### src/logic/fis_rx_pkg.sv
// register map, fis lengths and shared types of the FIS receive path
// every receiver module and the testbench import this package
`default_nettype none

package fis_rx_pkg;

    localparam int reg_addr_bits = 10;                            // register word address width

    localparam logic [reg_addr_bits-1:0] fb_offs32    = 10'h300; // received-fis area base
    localparam logic [reg_addr_bits-1:0] pxtfd_offs32 = 10'h048; // PxTFD, err in 15:8, sts in 7:0
    localparam logic [reg_addr_bits-1:0] pxsig_offs32 = 10'h049; // PxSIG device signature

    localparam logic [reg_addr_bits-1:0] rfis_offs32   = 10'h010; // d2h register fis slot
    localparam logic [reg_addr_bits-1:0] sdbfis_offs32 = 10'h016; // set device bits slot
    localparam logic [reg_addr_bits-1:0] psfis_offs32  = 10'h008; // pio setup slot
    localparam logic [reg_addr_bits-1:0] ufis_offs32   = 10'h018; // unknown fis slot

    localparam logic [3:0] rfis_lenm1   = 4'd4;                   // fis lengths in dwords, minus one
    localparam logic [3:0] sdbfis_lenm1 = 4'd1;
    localparam logic [3:0] psfis_lenm1  = 4'd4;
    localparam logic [3:0] ufis_lenm1   = 4'd15;
    localparam logic [3:0] ignore_lenm1 = 4'd15;                  // nothing stored, length only limits

    typedef enum logic [1:0] {
        kind_data  = 2'd0,                                        // payload dword
        kind_head  = 2'd1,                                        // first dword, fis type in low byte
        kind_r_ok  = 2'd2,                                        // end of fis, crc good
        kind_r_err = 2'd3                                         // end of fis, crc bad
    } dword_kind_e;

    typedef enum logic [2:0] {
        fis_rfis,                                                 // d2h register
        fis_sdb,                                                  // set device bits
        fis_psfis,                                                // pio setup
        fis_ufis,                                                 // unknown, stored raw
        fis_ignore                                                // drained and dropped
    } fis_kind_e;

    typedef struct packed {
        fis_kind_e                kind;
        logic [reg_addr_bits-1:0] base_addr;                      // first storage word
        logic [3:0]               len_m1;
        logic                     save;                           // write words to register space
    } fis_job_t;

    typedef struct packed {
        logic [31:0] data;
        dword_kind_e kind;
    } stream_word_t;

    typedef struct packed {
        logic        valid;
        fis_kind_e   kind;
        logic [3:0]  index;                                       // dword position within the fis
        logic [31:0] data;
    } fis_word_t;

    typedef struct packed {
        logic                     we;
        logic [reg_addr_bits-1:0] addr;
        logic [31:0]              data;
    } reg_wr_t;

endpackage

`default_nettype wire

### src/logic/fis_job_decode.sv
// turns the get strobe and its fis kind into a registered receive job
// the job holds storage base, length and the save decision for the sequencer
`timescale 1ns/1ps
`default_nettype none

module fis_job_decode import fis_rx_pkg::*; (
    input  logic      mclk,
    input  logic      hba_rst,
    input  logic      get_fis,                 // start receiving one fis
    input  fis_kind_e get_kind,                // kind decoded from the header outside
    input  logic      pcmd_fre,                // fis receive enable
    input  logic      sig_pending,             // signature capture armed
    output fis_job_t  job,
    output logic      job_start                // one cycle after get_fis
);

    logic [reg_addr_bits-1:0] lut_offs;        // slot offset inside fis area
    logic [3:0]               lut_lenm1;
    logic                     lut_save;

    always_comb begin
        lut_offs  = ufis_offs32;
        lut_lenm1 = ignore_lenm1;
        lut_save  = 1'b0;                      // ignore never stores
        case (get_kind)
            fis_rfis: begin
                lut_offs  = rfis_offs32;
                lut_lenm1 = rfis_lenm1;
                lut_save  = sig_pending || pcmd_fre; // signature fis stored even with fre off
            end
            fis_sdb: begin
                lut_offs  = sdbfis_offs32;
                lut_lenm1 = sdbfis_lenm1;
                lut_save  = pcmd_fre;
            end
            fis_psfis: begin
                lut_offs  = psfis_offs32;
                lut_lenm1 = psfis_lenm1;
                lut_save  = pcmd_fre;
            end
            fis_ufis: begin
                lut_lenm1 = ufis_lenm1;
                lut_save  = pcmd_fre;
            end
            default: lut_lenm1 = ignore_lenm1;
        endcase
    end

    always_ff @(posedge mclk) begin
        if (hba_rst) begin
            job_start <= 1'b0;
        end else begin
            job_start <= get_fis;
        end
        if (get_fis) begin                     // job held until the next get
            job.kind      <= get_kind;
            job.base_addr <= fb_offs32 + lut_offs;
            job.len_m1    <= lut_lenm1;
            job.save      <= lut_save;
        end
    end

endmodule

`default_nettype wire

### src/logic/fis_word_sequencer.sv
// consumes stream dwords of the current job, numbers them and issues storage writes
// also keeps busy/done, completion flags and the idle header flag
`timescale 1ns/1ps
`default_nettype none

module fis_word_sequencer import fis_rx_pkg::*; (
    input  logic         mclk,
    input  logic         hba_rst,
    input  logic         get_fis,
    input  logic         job_start,
    input  fis_job_t     job,
    input  stream_word_t in_word,
    input  logic         in_valid,
    output logic         in_ready,             // combinational, high while a job runs
    output logic         fis_first_vld,        // header waiting while idle
    output logic         get_fis_busy,
    output logic         get_fis_done,         // one cycle pulse
    output logic         fis_ok,
    output logic         fis_err,
    output logic         fis_ferr,             // fis too long, sticky till reset
    output fis_word_t    rx_word,
    output reg_wr_t      store_wr
);

    logic       run;                           // job active, stream accepted
    logic [3:0] idx;                           // number of the next dword
    logic       len_done;                      // all stored-length dwords taken
    logic       take;                          // dword consumed this cycle
    logic       is_end;                        // r_ok or r_err marker
    logic       numbered;                      // consumed dword inside fis length

    assign in_ready = run;
    assign take     = in_valid && run;
    assign is_end   = (in_word.kind == kind_r_ok) || (in_word.kind == kind_r_err);
    assign numbered = take && !is_end && !len_done;

    always_ff @(posedge mclk) begin
        if (hba_rst) begin
            run      <= 1'b0;
            idx      <= '0;
            len_done <= 1'b0;
        end else if (job_start) begin
            run      <= 1'b1;
            idx      <= '0;
            len_done <= 1'b0;
        end else begin
            if (take && is_end) begin
                run <= 1'b0;
            end
            if (numbered) begin
                if (idx == job.len_m1) begin
                    len_done <= 1'b1;          // further dwords are surplus
                end else begin
                    idx <= idx + 4'd1;
                end
            end
        end
    end

    always_ff @(posedge mclk) begin
        if (hba_rst) begin
            get_fis_busy  <= 1'b0;
            get_fis_done  <= 1'b0;
            fis_ok        <= 1'b0;
            fis_err       <= 1'b0;
            fis_ferr      <= 1'b0;
            fis_first_vld <= 1'b0;
        end else begin
            get_fis_done <= take && is_end;
            if (get_fis) begin
                get_fis_busy <= 1'b1;
                fis_ok       <= 1'b0;
                fis_err      <= 1'b0;
            end else if (take && is_end) begin
                get_fis_busy <= 1'b0;          // falls together with done
                fis_ok       <= (in_word.kind == kind_r_ok);
                fis_err      <= (in_word.kind == kind_r_err);
            end
            if (take && !is_end && len_done && (job.kind != fis_ignore)) begin
                fis_ferr <= 1'b1;
            end
            if (get_fis) begin
                fis_first_vld <= 1'b0;
            end else if (in_valid && (in_word.kind == kind_head) && !get_fis_busy) begin
                fis_first_vld <= 1'b1;
            end
        end
    end

    always_ff @(posedge mclk) begin
        if (hba_rst) begin
            rx_word.valid <= 1'b0;
            store_wr.we   <= 1'b0;
        end else begin
            rx_word.valid <= numbered;         // tagged even when not saved
            store_wr.we   <= numbered && job.save;
        end
        rx_word.kind  <= job.kind;
        rx_word.index <= idx;
        rx_word.data  <= in_word.data;
        store_wr.addr <= job.base_addr + reg_addr_bits'(idx);
        store_wr.data <= in_word.data;
    end

endmodule

`default_nettype wire

### src/logic/taskfile_update.sv
// keeps PxTFD status/error, device signature and received fis fields
// merges storage and command writes onto the single register write port
`timescale 1ns/1ps
`default_nettype none

module taskfile_update import fis_rx_pkg::*; (
    input  logic       mclk,
    input  logic       hba_rst,
    input  fis_word_t  rx_word,                // tagged dword from the sequencer
    input  reg_wr_t    store_wr,               // fis storage write
    input  logic       update_err_sts,         // write PxTFD
    input  logic       update_sig,             // write PxSIG if pending
    input  logic       set_update_sig,         // re-arm signature capture
    input  logic       clear_bsy_drq,
    input  logic       set_bsy,
    output reg_wr_t    reg_wr,
    output logic [7:0] tfd_sts,                // bit 7 BSY, bit 3 DRQ
    output logic [7:0] tfd_err,
    output logic [7:0] pio_es,                 // pio setup E_Status
    output logic       sig_pending,
    output logic       sig_available,
    output logic       fis_i,
    output logic       sdb_n,
    output logic       pio_i,
    output logic       pio_d
);

    logic        rfis_w0;                      // d2h header dword
    logic        sdb_w0;
    logic        ps_w0;
    logic        ps_w3;                        // carries E_Status
    logic        sig_w1;                       // lba low dword of signature fis
    logic        sig_w3;                       // sector count dword
    logic        wr_tfd_r;                     // command write, first stage
    logic        wr_sig_r;
    logic [31:0] sig_r;

    assign rfis_w0 = rx_word.valid && (rx_word.kind == fis_rfis) && (rx_word.index == 4'd0);
    assign sdb_w0  = rx_word.valid && (rx_word.kind == fis_sdb) && (rx_word.index == 4'd0);
    assign ps_w0   = rx_word.valid && (rx_word.kind == fis_psfis) && (rx_word.index == 4'd0);
    assign ps_w3   = rx_word.valid && (rx_word.kind == fis_psfis) && (rx_word.index == 4'd3);
    assign sig_w1  = rx_word.valid && (rx_word.kind == fis_rfis) && (rx_word.index == 4'd1) &&
                     sig_pending;
    assign sig_w3  = rx_word.valid && (rx_word.kind == fis_rfis) && (rx_word.index == 4'd3) &&
                     sig_pending;

    always_ff @(posedge mclk) begin
        if (hba_rst) begin
            tfd_sts <= '0;
            tfd_err <= '0;
        end else if (rfis_w0 || ps_w0) begin
            tfd_sts <= rx_word.data[23:16];
            tfd_err <= rx_word.data[31:24];
        end else if (sdb_w0) begin             // sdb keeps BSY and DRQ
            tfd_sts <= {tfd_sts[7], rx_word.data[22:20], tfd_sts[3], rx_word.data[18:16]};
            tfd_err <= rx_word.data[31:24];
        end else if (clear_bsy_drq) begin
            tfd_sts <= tfd_sts & 8'h77;
        end else if (set_bsy) begin
            tfd_sts <= tfd_sts | 8'h80;
        end
    end

    always_ff @(posedge mclk) begin
        if (hba_rst) begin
            fis_i  <= 1'b0;
            sdb_n  <= 1'b0;
            pio_i  <= 1'b0;
            pio_d  <= 1'b0;
            pio_es <= '0;
        end else begin
            if (rfis_w0 || sdb_w0) begin
                fis_i <= rx_word.data[14];
            end
            if (sdb_w0) begin
                sdb_n <= rx_word.data[15];     // notification
            end
            if (ps_w0) begin
                pio_i <= rx_word.data[14];
                pio_d <= rx_word.data[13];     // transfer direction
            end
            if (ps_w3) begin
                pio_es <= rx_word.data[31:24];
            end
        end
    end

    always_ff @(posedge mclk) begin
        if (hba_rst) begin
            sig_pending   <= 1'b1;             // first d2h after reset is the signature
            sig_available <= 1'b0;
            wr_tfd_r      <= 1'b0;
            wr_sig_r      <= 1'b0;
        end else begin
            if (set_update_sig) begin
                sig_pending <= 1'b1;
            end else if (update_sig) begin
                sig_pending <= 1'b0;
            end
            if (update_sig) begin
                sig_available <= 1'b0;
            end else if (sig_w3) begin
                sig_available <= 1'b1;
            end
            wr_tfd_r <= update_err_sts || clear_bsy_drq || set_bsy;
            wr_sig_r <= update_sig && sig_pending;   // second update_sig writes nothing
        end
        if (sig_w1) begin
            sig_r[31:8] <= rx_word.data[23:0];
        end
        if (sig_w3) begin
            sig_r[7:0] <= rx_word.data[7:0];
        end
    end

    always_ff @(posedge mclk) begin
        if (hba_rst) begin
            reg_wr.we <= 1'b0;
        end else begin
            reg_wr.we <= store_wr.we || wr_tfd_r || wr_sig_r;
        end
        if (store_wr.we) begin                 // storage has priority
            reg_wr.addr <= store_wr.addr;
            reg_wr.data <= store_wr.data;
        end else if (wr_tfd_r) begin
            reg_wr.addr <= pxtfd_offs32;
            reg_wr.data <= {16'h0000, tfd_err, tfd_sts};
        end else begin
            reg_wr.addr <= pxsig_offs32;
            reg_wr.data <= sig_r;
        end
    end

endmodule

`default_nettype wire

### src/logic/fis_rx_top.sv
// FIS receive block of the host port, stream in and register writes out
// get_fis with its kind starts one fis, get_fis_done marks its end
`timescale 1ns/1ps
`default_nettype none

module fis_rx_top import fis_rx_pkg::*; (
    input  logic         mclk,
    input  logic         hba_rst,
    input  logic         get_fis,
    input  fis_kind_e    get_kind,
    input  stream_word_t in_word,              // transport layer dword
    input  logic         in_valid,
    output logic         in_ready,
    input  logic         pcmd_fre,
    input  logic         update_err_sts,
    input  logic         update_sig,
    input  logic         set_update_sig,
    input  logic         clear_bsy_drq,
    input  logic         set_bsy,
    output logic         fis_first_vld,
    output logic         get_fis_busy,
    output logic         get_fis_done,
    output logic         fis_ok,
    output logic         fis_err,
    output logic         fis_ferr,
    output reg_wr_t      reg_wr,               // one-word register write port
    output logic [7:0]   tfd_sts,
    output logic [7:0]   tfd_err,
    output logic [7:0]   pio_es,
    output logic         sig_pending,
    output logic         sig_available,
    output logic         fis_i,
    output logic         sdb_n,
    output logic         pio_i,
    output logic         pio_d
);

    fis_job_t  job;                            // decode to sequencer
    logic      job_start;
    fis_word_t rx_word;                        // sequencer to task file
    reg_wr_t   store_wr;

    fis_job_decode u_decode (
        .mclk        (mclk),
        .hba_rst     (hba_rst),
        .get_fis     (get_fis),
        .get_kind    (get_kind),
        .pcmd_fre    (pcmd_fre),
        .sig_pending (sig_pending),
        .job         (job),
        .job_start   (job_start)
    );

    fis_word_sequencer u_seq (
        .mclk          (mclk),
        .hba_rst       (hba_rst),
        .get_fis       (get_fis),
        .job_start     (job_start),
        .job           (job),
        .in_word       (in_word),
        .in_valid      (in_valid),
        .in_ready      (in_ready),
        .fis_first_vld (fis_first_vld),
        .get_fis_busy  (get_fis_busy),
        .get_fis_done  (get_fis_done),
        .fis_ok        (fis_ok),
        .fis_err       (fis_err),
        .fis_ferr      (fis_ferr),
        .rx_word       (rx_word),
        .store_wr      (store_wr)
    );

    taskfile_update u_tf (
        .mclk           (mclk),
        .hba_rst        (hba_rst),
        .rx_word        (rx_word),
        .store_wr       (store_wr),
        .update_err_sts (update_err_sts),
        .update_sig     (update_sig),
        .set_update_sig (set_update_sig),
        .clear_bsy_drq  (clear_bsy_drq),
        .set_bsy        (set_bsy),
        .reg_wr         (reg_wr),
        .tfd_sts        (tfd_sts),
        .tfd_err        (tfd_err),
        .pio_es         (pio_es),
        .sig_pending    (sig_pending),
        .sig_available  (sig_available),
        .fis_i          (fis_i),
        .sdb_n          (sdb_n),
        .pio_i          (pio_i),
        .pio_d          (pio_d)
    );

endmodule

`default_nettype wire

### config.mk
export PLATFORM = sky130hd
export DESIGN_NAME = fis_rx_top
export DESIGN_NICKNAME = d
export VERILOG_FILES = /design/src/logic/fis_rx_pkg.sv /design/src/logic/fis_job_decode.sv /design/src/logic/fis_word_sequencer.sv /design/src/logic/taskfile_update.sv /design/src/logic/fis_rx_top.sv
export SDC_FILE = /design/constraint.sdc
export NUM_CORES = 1
export LEC_CHECK = 0
export ABC_CLOCK_PERIOD_IN_PS = 6200
export BUFFER_PORTS_ARGS = -buffer_cell sky130_fd_sc_hd__buf_2
export CAP_MARGIN = 15
export CELL_PAD_IN_SITES_DETAIL_PLACEMENT = 1
export CELL_PAD_IN_SITES_GLOBAL_PLACEMENT = 2
export CORE_AREA = 2 2 126 128
export CTS_CLUSTER_DIAMETER = 80
export DETAILED_ROUTE_END_ITERATION = 12
export DIE_AREA = 0 0 128 130
export MAX_ROUTING_LAYER = met4
export PLACE_DENSITY = 0.92
export RECOVER_POWER = 25
export SLEW_MARGIN = 25
export SYNTH_ARGS = -nofsm -noshare
export SYNTH_HDL_FRONTEND = slang
export SYNTH_SLANG_ARGS = --single-unit
### constraint.sdc
create_clock -name mclk -period 6.2 [get_ports mclk]
set_input_delay 0 -clock mclk [delete_from_list [all_inputs] [get_ports mclk]]
set_output_delay 0 -clock mclk [all_outputs]
set_load 0.03 [all_outputs]
Yosys cells after proc, flatten, opt, wreduce, memory -nomap -nowiden
Index checks and enable logic that the tools add are counted.

Bits in latches: 0. Output and inout bits: 80. Memory bits (read-only): 0. RAM bits: 0. Input port bits: 47. Memories: 0. Flip-flop bits (word level): 189. Logic and storage cells: 119.

Magnitude comparators: 0. Bitwise gates (word level): 1. Reductions and logical operators: 50. Multiplexer cells: 14. Shift-type cells: 0. Multiply operators: 0. Divide/modulo/power cells: 0. Add/sub/neg operators: 3. Equal/unequal tests: 13.

Operators with widths (count): 8-bit two-way mux (6); 42-bit two-way mux (1); 33-bit two-way mux (1); 1-bit logical AND (21); 5-bit one-hot mux with 3 select lines (1); 10-bit by 4-bit adder with 10-bit output (1); 9-bit by 6-bit adder with 10-bit output (first input constant) (1); 2-bit OR reduction (5); 3-bit by 2-bit equality test with 1-bit output (second input constant) (3); 1-bit logical OR (8); 4-bit one-hot mux with 2 select lines (1); 2-bit AND reduction (4); 2-bit nonzero test (4); 3-bit by 1-bit equality test with 1-bit output (second input constant) (2); 3-bit zero test (2); 4-bit by 1-bit adder with 4-bit output (second input constant) (1); 2-bit equality test (second input constant) (2); 4-bit by 1-bit equality test with 1-bit output (second input constant) (1); 4-bit by 2-bit equality test with 1-bit output (second input constant) (1); 4-bit equality test (1); 4-bit zero test (1); 1-bit zero test (3); 1-bit two-way mux (3); 3-bit inequality test (second input constant) (1); other kinds (6) (6).

Depth between registers and ports, before layout
Depth in word-level cells: 6. Depth in mapped cells: 5. Gate-level depth less buffers: 4.

By module
Synthesis repeated with hierarchy kept, for this count alone.

Cell total of the unflattened synthesis: 510. Area total of the unflattened synthesis: 6153.4 sq um.

By module, submodules not included: taskfile_update (area an instance 3644.7 sq um, sequential area each 2462.4 sq um, times used 1, cells an instance 302); fis_word_sequencer (area an instance 2058.2 sq um, sequential area each 1261.2 sq um, times used 1, cells an instance 175); fis_job_decode (area an instance 450.4 sq um, sequential area each 320.3 sq um, times used 1, cells an instance 33).

Worst setup path before layout
OpenSTA, ideal clock, no wires.

Path kind: register -> register. Start: register, netlist name u_seq.rx_word[38]. End: register u_tf.sig_r[10] (enable). Slack: 4064 ps. Arrival: 1754 ps. Cell stages (with the launch flop): 5. Path buffers: 2. Setup time: 383 ps. Clock period less this slack: 2136 ps. Cell sequence: dfxtp_1 > nor4b_4 > buf_6 > buf_4 > and3_1.

Cells in the longest elaborated chain, start to end: 4.

RTL lines: 3-bit zero test (line taskfile_update.sv:42) `assign sig_w1 = rx_word.valid && (rx_word.kind == fis_rfis) && (rx_word.index == 4'd1) &&`; 1-bit logical AND (3 in series) (line taskfile_update.sv:42); via u_tf.sig_w1 (line taskfile_update.sv:32) `logic sig_w1;`; end signal: assignment (line taskfile_update.sv:109) `sig_r[31:8] <= rx_word.data[23:0];`; end: declaration (line taskfile_update.sv:36) `logic [31:0] sig_r;`.

The timed path passes the listed nets, and every way through them passes these cells. A chain may end at the register's enable or synchronous reset.

Worst setup path in the final report
Start: register, netlist name u_seq.rx_word[33]. End: register u_tf.tfd_err[0].

Cells in the longest elaborated chain, start to end: 4.

RTL lines: 4-bit zero test * (line taskfile_update.sv:38, taskfile_update.sv:39, taskfile_update.sv:40); 1-bit logical AND, on equally long branches (line taskfile_update.sv:38, taskfile_update.sv:40); 1-bit logical OR (line taskfile_update.sv:51) `end else if (rfis_w0 || ps_w0) begin`; 8-bit two-way mux or 2-bit nonzero test (tied branches); end signal: assignment (line taskfile_update.sv:53) `tfd_err <= rx_word.data[31:24];`; end signal: assignment (line taskfile_update.sv:56) `tfd_err <= rx_word.data[31:24];`; end: declaration (line taskfile_update.sv:18) `output logic [7:0] tfd_err,`.

Mark *: on every way between the ends. The rest lies on a longest branch, timed or not.

==> impl_results.md <==
* Outcome: complete, no violations
* Share of final-layout standard cells stronger than drive strength 1 at 0.256
* Total power density per cell area at 317 mW/mm2
* Dominant synthesized flop cell: sky130_fd_sc_hd__dfxtp_1
* GR peak layer: met2
* Power share of the clock group at 0.418
* Hold_sp: in_valid
* Number of placed cells counting well taps at 740
* Number of different library cells in the post-synthesis netlist at 42
* Clock skew after layout at 0.0183 ns
* Maximum number of pins on one net before global-route repair at 59
* Worst slew slack as a fraction of its limit at 0.298
* Setup violation total in the final timing report at 0
* CP Capture Type: flop
* FFs w/ async S/R, synth at 0
* Reg2Reg Launch Point: u_seq.rx_word[33]
* HPWL Detailed at 10,100 um
* Count of flip-flops with a built-in enable after synthesis at 42
* Number of antenna violations at the first check in global routing at 0
* NetSw at 0.515 mW
* Detailed Route WL at between 10,000 and 15,000 um
* Number of synthesized register bits at between 150 and 200
* Cts bufs inserted at 17
* Static leakage at 3.14 nW
* Drt pass-1 iters at 4
* Max-slew violation count at 0
* Post-layout min period at 2.33 ns
* Hold-critical path depth at 3
* Global-route wire length before repair at about 22,000 um
* H-tree depth reported by CTS at 4
* Synth top area share at 0.479
* Synth area leaders: sky130_fd_sc_hd__dfxtp_1 48%, sky130_fd_sc_hd__edfxtp_1 23%, sky130_fd_sc_hd__mux2i_1 5.3%
* Post-detailed-route wirelength per cell at approximately 17 um
* Most frequent cell after synthesis: sky130_fd_sc_hd__dfxtp_1
* Crit start category: flop
* Post-Synthesis Cell Area at 0.00552 mm2
* Initial cell density of the core at 0.358
* Total number of clock tree sinks at 174
* Internal power at ~1.8 mW
* Accumulated negative setup slack at 0 ns
* Warning count from the yosys run at 0
* Total power draw at 2.31 mW
* Fraction of the cycle the final worst path needs at 0.375
* Number of filler instances in the final layout at 1,668
* Top-Level Pins at 127
* Crit path max fanout at 16
* Global Route met2 Usage at 0.295
* Full die area at 0.0166 mm2
* Final number of hold-violating endpoints at 0
* Clk Latency, worst-skew pair at 0.43 ns
* Worst ir drop on vdd at 0.000213 V
* Critical register-to-register path endpoint: u_tf.tfd_err[0]
* RSZ-0062 raised after global routing: false
* Finished Layout Cells at 817
* GRT overflow at 0
* Worst hold-check path type: input port to flop
* Setup WS post-layout at 3.87 ns
* Syn nets at between 400 and 500
* Net total in the final layout at between 600 and 700
* FF-to-FF setup slack at 3.87 ns
* Switching power share of the total at 0.223
* Sequential cell area fraction in the yosys report at 0.707
* Critical path type: flop to flop
* Vias in the first global route at 4,039
* End point of the most critical hold path: u_seq.get_fis_done
* Count of buffers from port buffering at 125
* Via Count at 3,891
* Number of design-rule violations left by the first detailed-router iteration at 204
* Most frequent cells after synthesis: 132 x sky130_fd_sc_hd__dfxtp_1, 42 x sky130_fd_sc_hd__edfxtp_1, 41 x sky130_fd_sc_hd__nand2_1
* Maximum operating frequency at roughly 430 MHz
* Actual slew at the worst max-slew pin at 1.05 ns
* Maximum number of buffers from clock root to sink at 2
* Number of cells on the worst reg-to-reg path at 4
* Biggest area consumer among synthesized cells: sky130_fd_sc_hd__dfxtp_1
* Die H at 130 um
* Number of DRC violations after detailed routing at 0
* Post-CTS setup buffers at 0
* Post-DR vias/cell at 4.76
* WP data required at 6.47 ns
* Final ANT Viol Nets at 0
* Global-route usage over all layers at 0.182
* Buffer cell driving the clock tree root: sky130_fd_sc_hd__clkbuf_16
* Data arrival, critical path at around 2.6 ns
* Area overhead of the layout relative to synthesis at 32.4%
* Placeable core region at 0.0154 mm2
* Clock transition at path regs at 0.06 ns
* Final Wtd Congestion at 0.838
* Clock tree from TritonCTS: built
* Die boundary width at 128 um
* Met3 Resource Use GR at 0.0398
* Sequential power share at 0.529
* Maxcap violations at 0
* Synthesized area divided by synthesized cell count at 12.5 um2
* Comb power frac at 0.053
* Number of antenna diodes at 0
* Met1 usage in global routing at 0.221
* Synth Instances at 440
* Place WS at 3.94 ns
* Placement row count at 46
==> area by class of cell <==
cell class | count | area (um2) | share of cell area
clock buffers | 25 | 487 | 0.0666
flip-flops and latches | 174 | 3910 | 0.535
multi-input cells | 239 | 1490 | 0.204
inverters | 7 | 26.3 | 0.00360
well taps | 192 | 240 | 0.0329
repair buffers | 173 | 1100 | 0.151
clock inverters | 7 | 52.6 | 0.00719
==> logic make-up (layout without fill, tap and decap cells) <==
group	after synthesis	in the layout	share of synthesized area
mux	29	29	0.0526
compound gates	74	74	0.0864
fa+ha+maj	5	5	0.0127
simple gates	126	126	0.111
xor+xnor	4	4	0.00635
flops	174	174	0.707
other cells	1	1	0.000680
buf+inv	27	212	0.0229
==> cells in the final DEF (no fill, tap or decap), drive strengths merged, types with 9 or more instances in the layout <==
cell	Yosys	routed
dlygate4sd3	0	45
a21oi	23	23
nor3	9	9
edfxtp	42	42
dfxtp	132	132
nor2	34	34
nand2	41	41
inv	7	9
a22o	15	15
buf	11	125
clkbuf	9	28
o21ai	23	23
mux2i	29	29
nand3	19	19
==> through the flow <==
step / utilization / hold WS [ns] / cell area [um2]
6_report: 0.474 / 0.0119 / 7310
5_1_grt: 0.474 / 0.0584 / 7310
4_1_cts: 0.474 / 0.00695 / 7310
3_5_place_dp: 0.410 / 0.104 / 6320
3_3_place_gp: 0.408 / 0.104 / 6300
2_1_floorplan: - / 0.0277 / 5520
==> layer usage <==
metal | up-vias | wire length (um)
li1 | 1883 | -
met1 | 1880 | 6250
met2 | 112 | 7010
met3 | 16 | 796
met4 | 0 | 238
met5 | - | 0
==> power groups by stage <==
stage	Clock, mW	Sequential, mW	Combinational, mW
finish	0.966	1.22	0.122
global route	1.04	1.23	0.133
CTS	0.989	1.23	0.123
detailed placement	0	1.25	0.101
global placement	0	1.25	0.0975
floorplan	0	1.26	0.0409
==> worst max-delay path: stages, from the launching register on <==
cell                       delay (ns)
sky130_fd_sc_hd__dfxtp_1         0.38
sky130_fd_sc_hd__a211oi_2        0.89
sky130_fd_sc_hd__nand2_1         0.57
sky130_fd_sc_hd__nand2_1         0.23
sky130_fd_sc_hd__a21oi_1         0.09
==> what timing repair did <==
action	in CTS	in global routing
gates resized for setup	0	0
hold buffers	45	0
endpoints found under the hold margin	60	0
setup endpoints to repair	0	0
==> flip-flops by register name, indices dropped and copies added, names as in the netlist, 4 cells and up <==
| signal | cells |
|---|---|
| u_tf.tfd_sts | 8 |
| u_tf.reg_wr | 41 |
| u_seq.store_wr | 6 |
| u_tf.tfd_err | 8 |
| u_tf.sig_r | 32 |
| u_tf.pio_es | 8 |
| u_decode.job | 10 |
| u_seq.idx | 4 |
| u_seq.rx_word | 40 |
==> worst max-delay path by stage <==
stage,startpoint,to,slack (ns),cells past startpoint
global route,u_seq.rx_word[37],u_tf.tfd_err[0],3.76,4
finish,u_seq.rx_word[33],u_tf.tfd_err[0],3.87,4
global placement,u_seq.rx_word[38],u_tf.sig_r[19],3.98,3
floorplan,u_seq.rx_word[38],u_tf.sig_r[10],4.06,4
detailed placement,u_seq.rx_word[33],u_tf.tfd_err[1],3.94,4
CTS,u_seq.rx_word[33],u_tf.tfd_err[0],3.93,4
(Power assumes the default switching activity.)
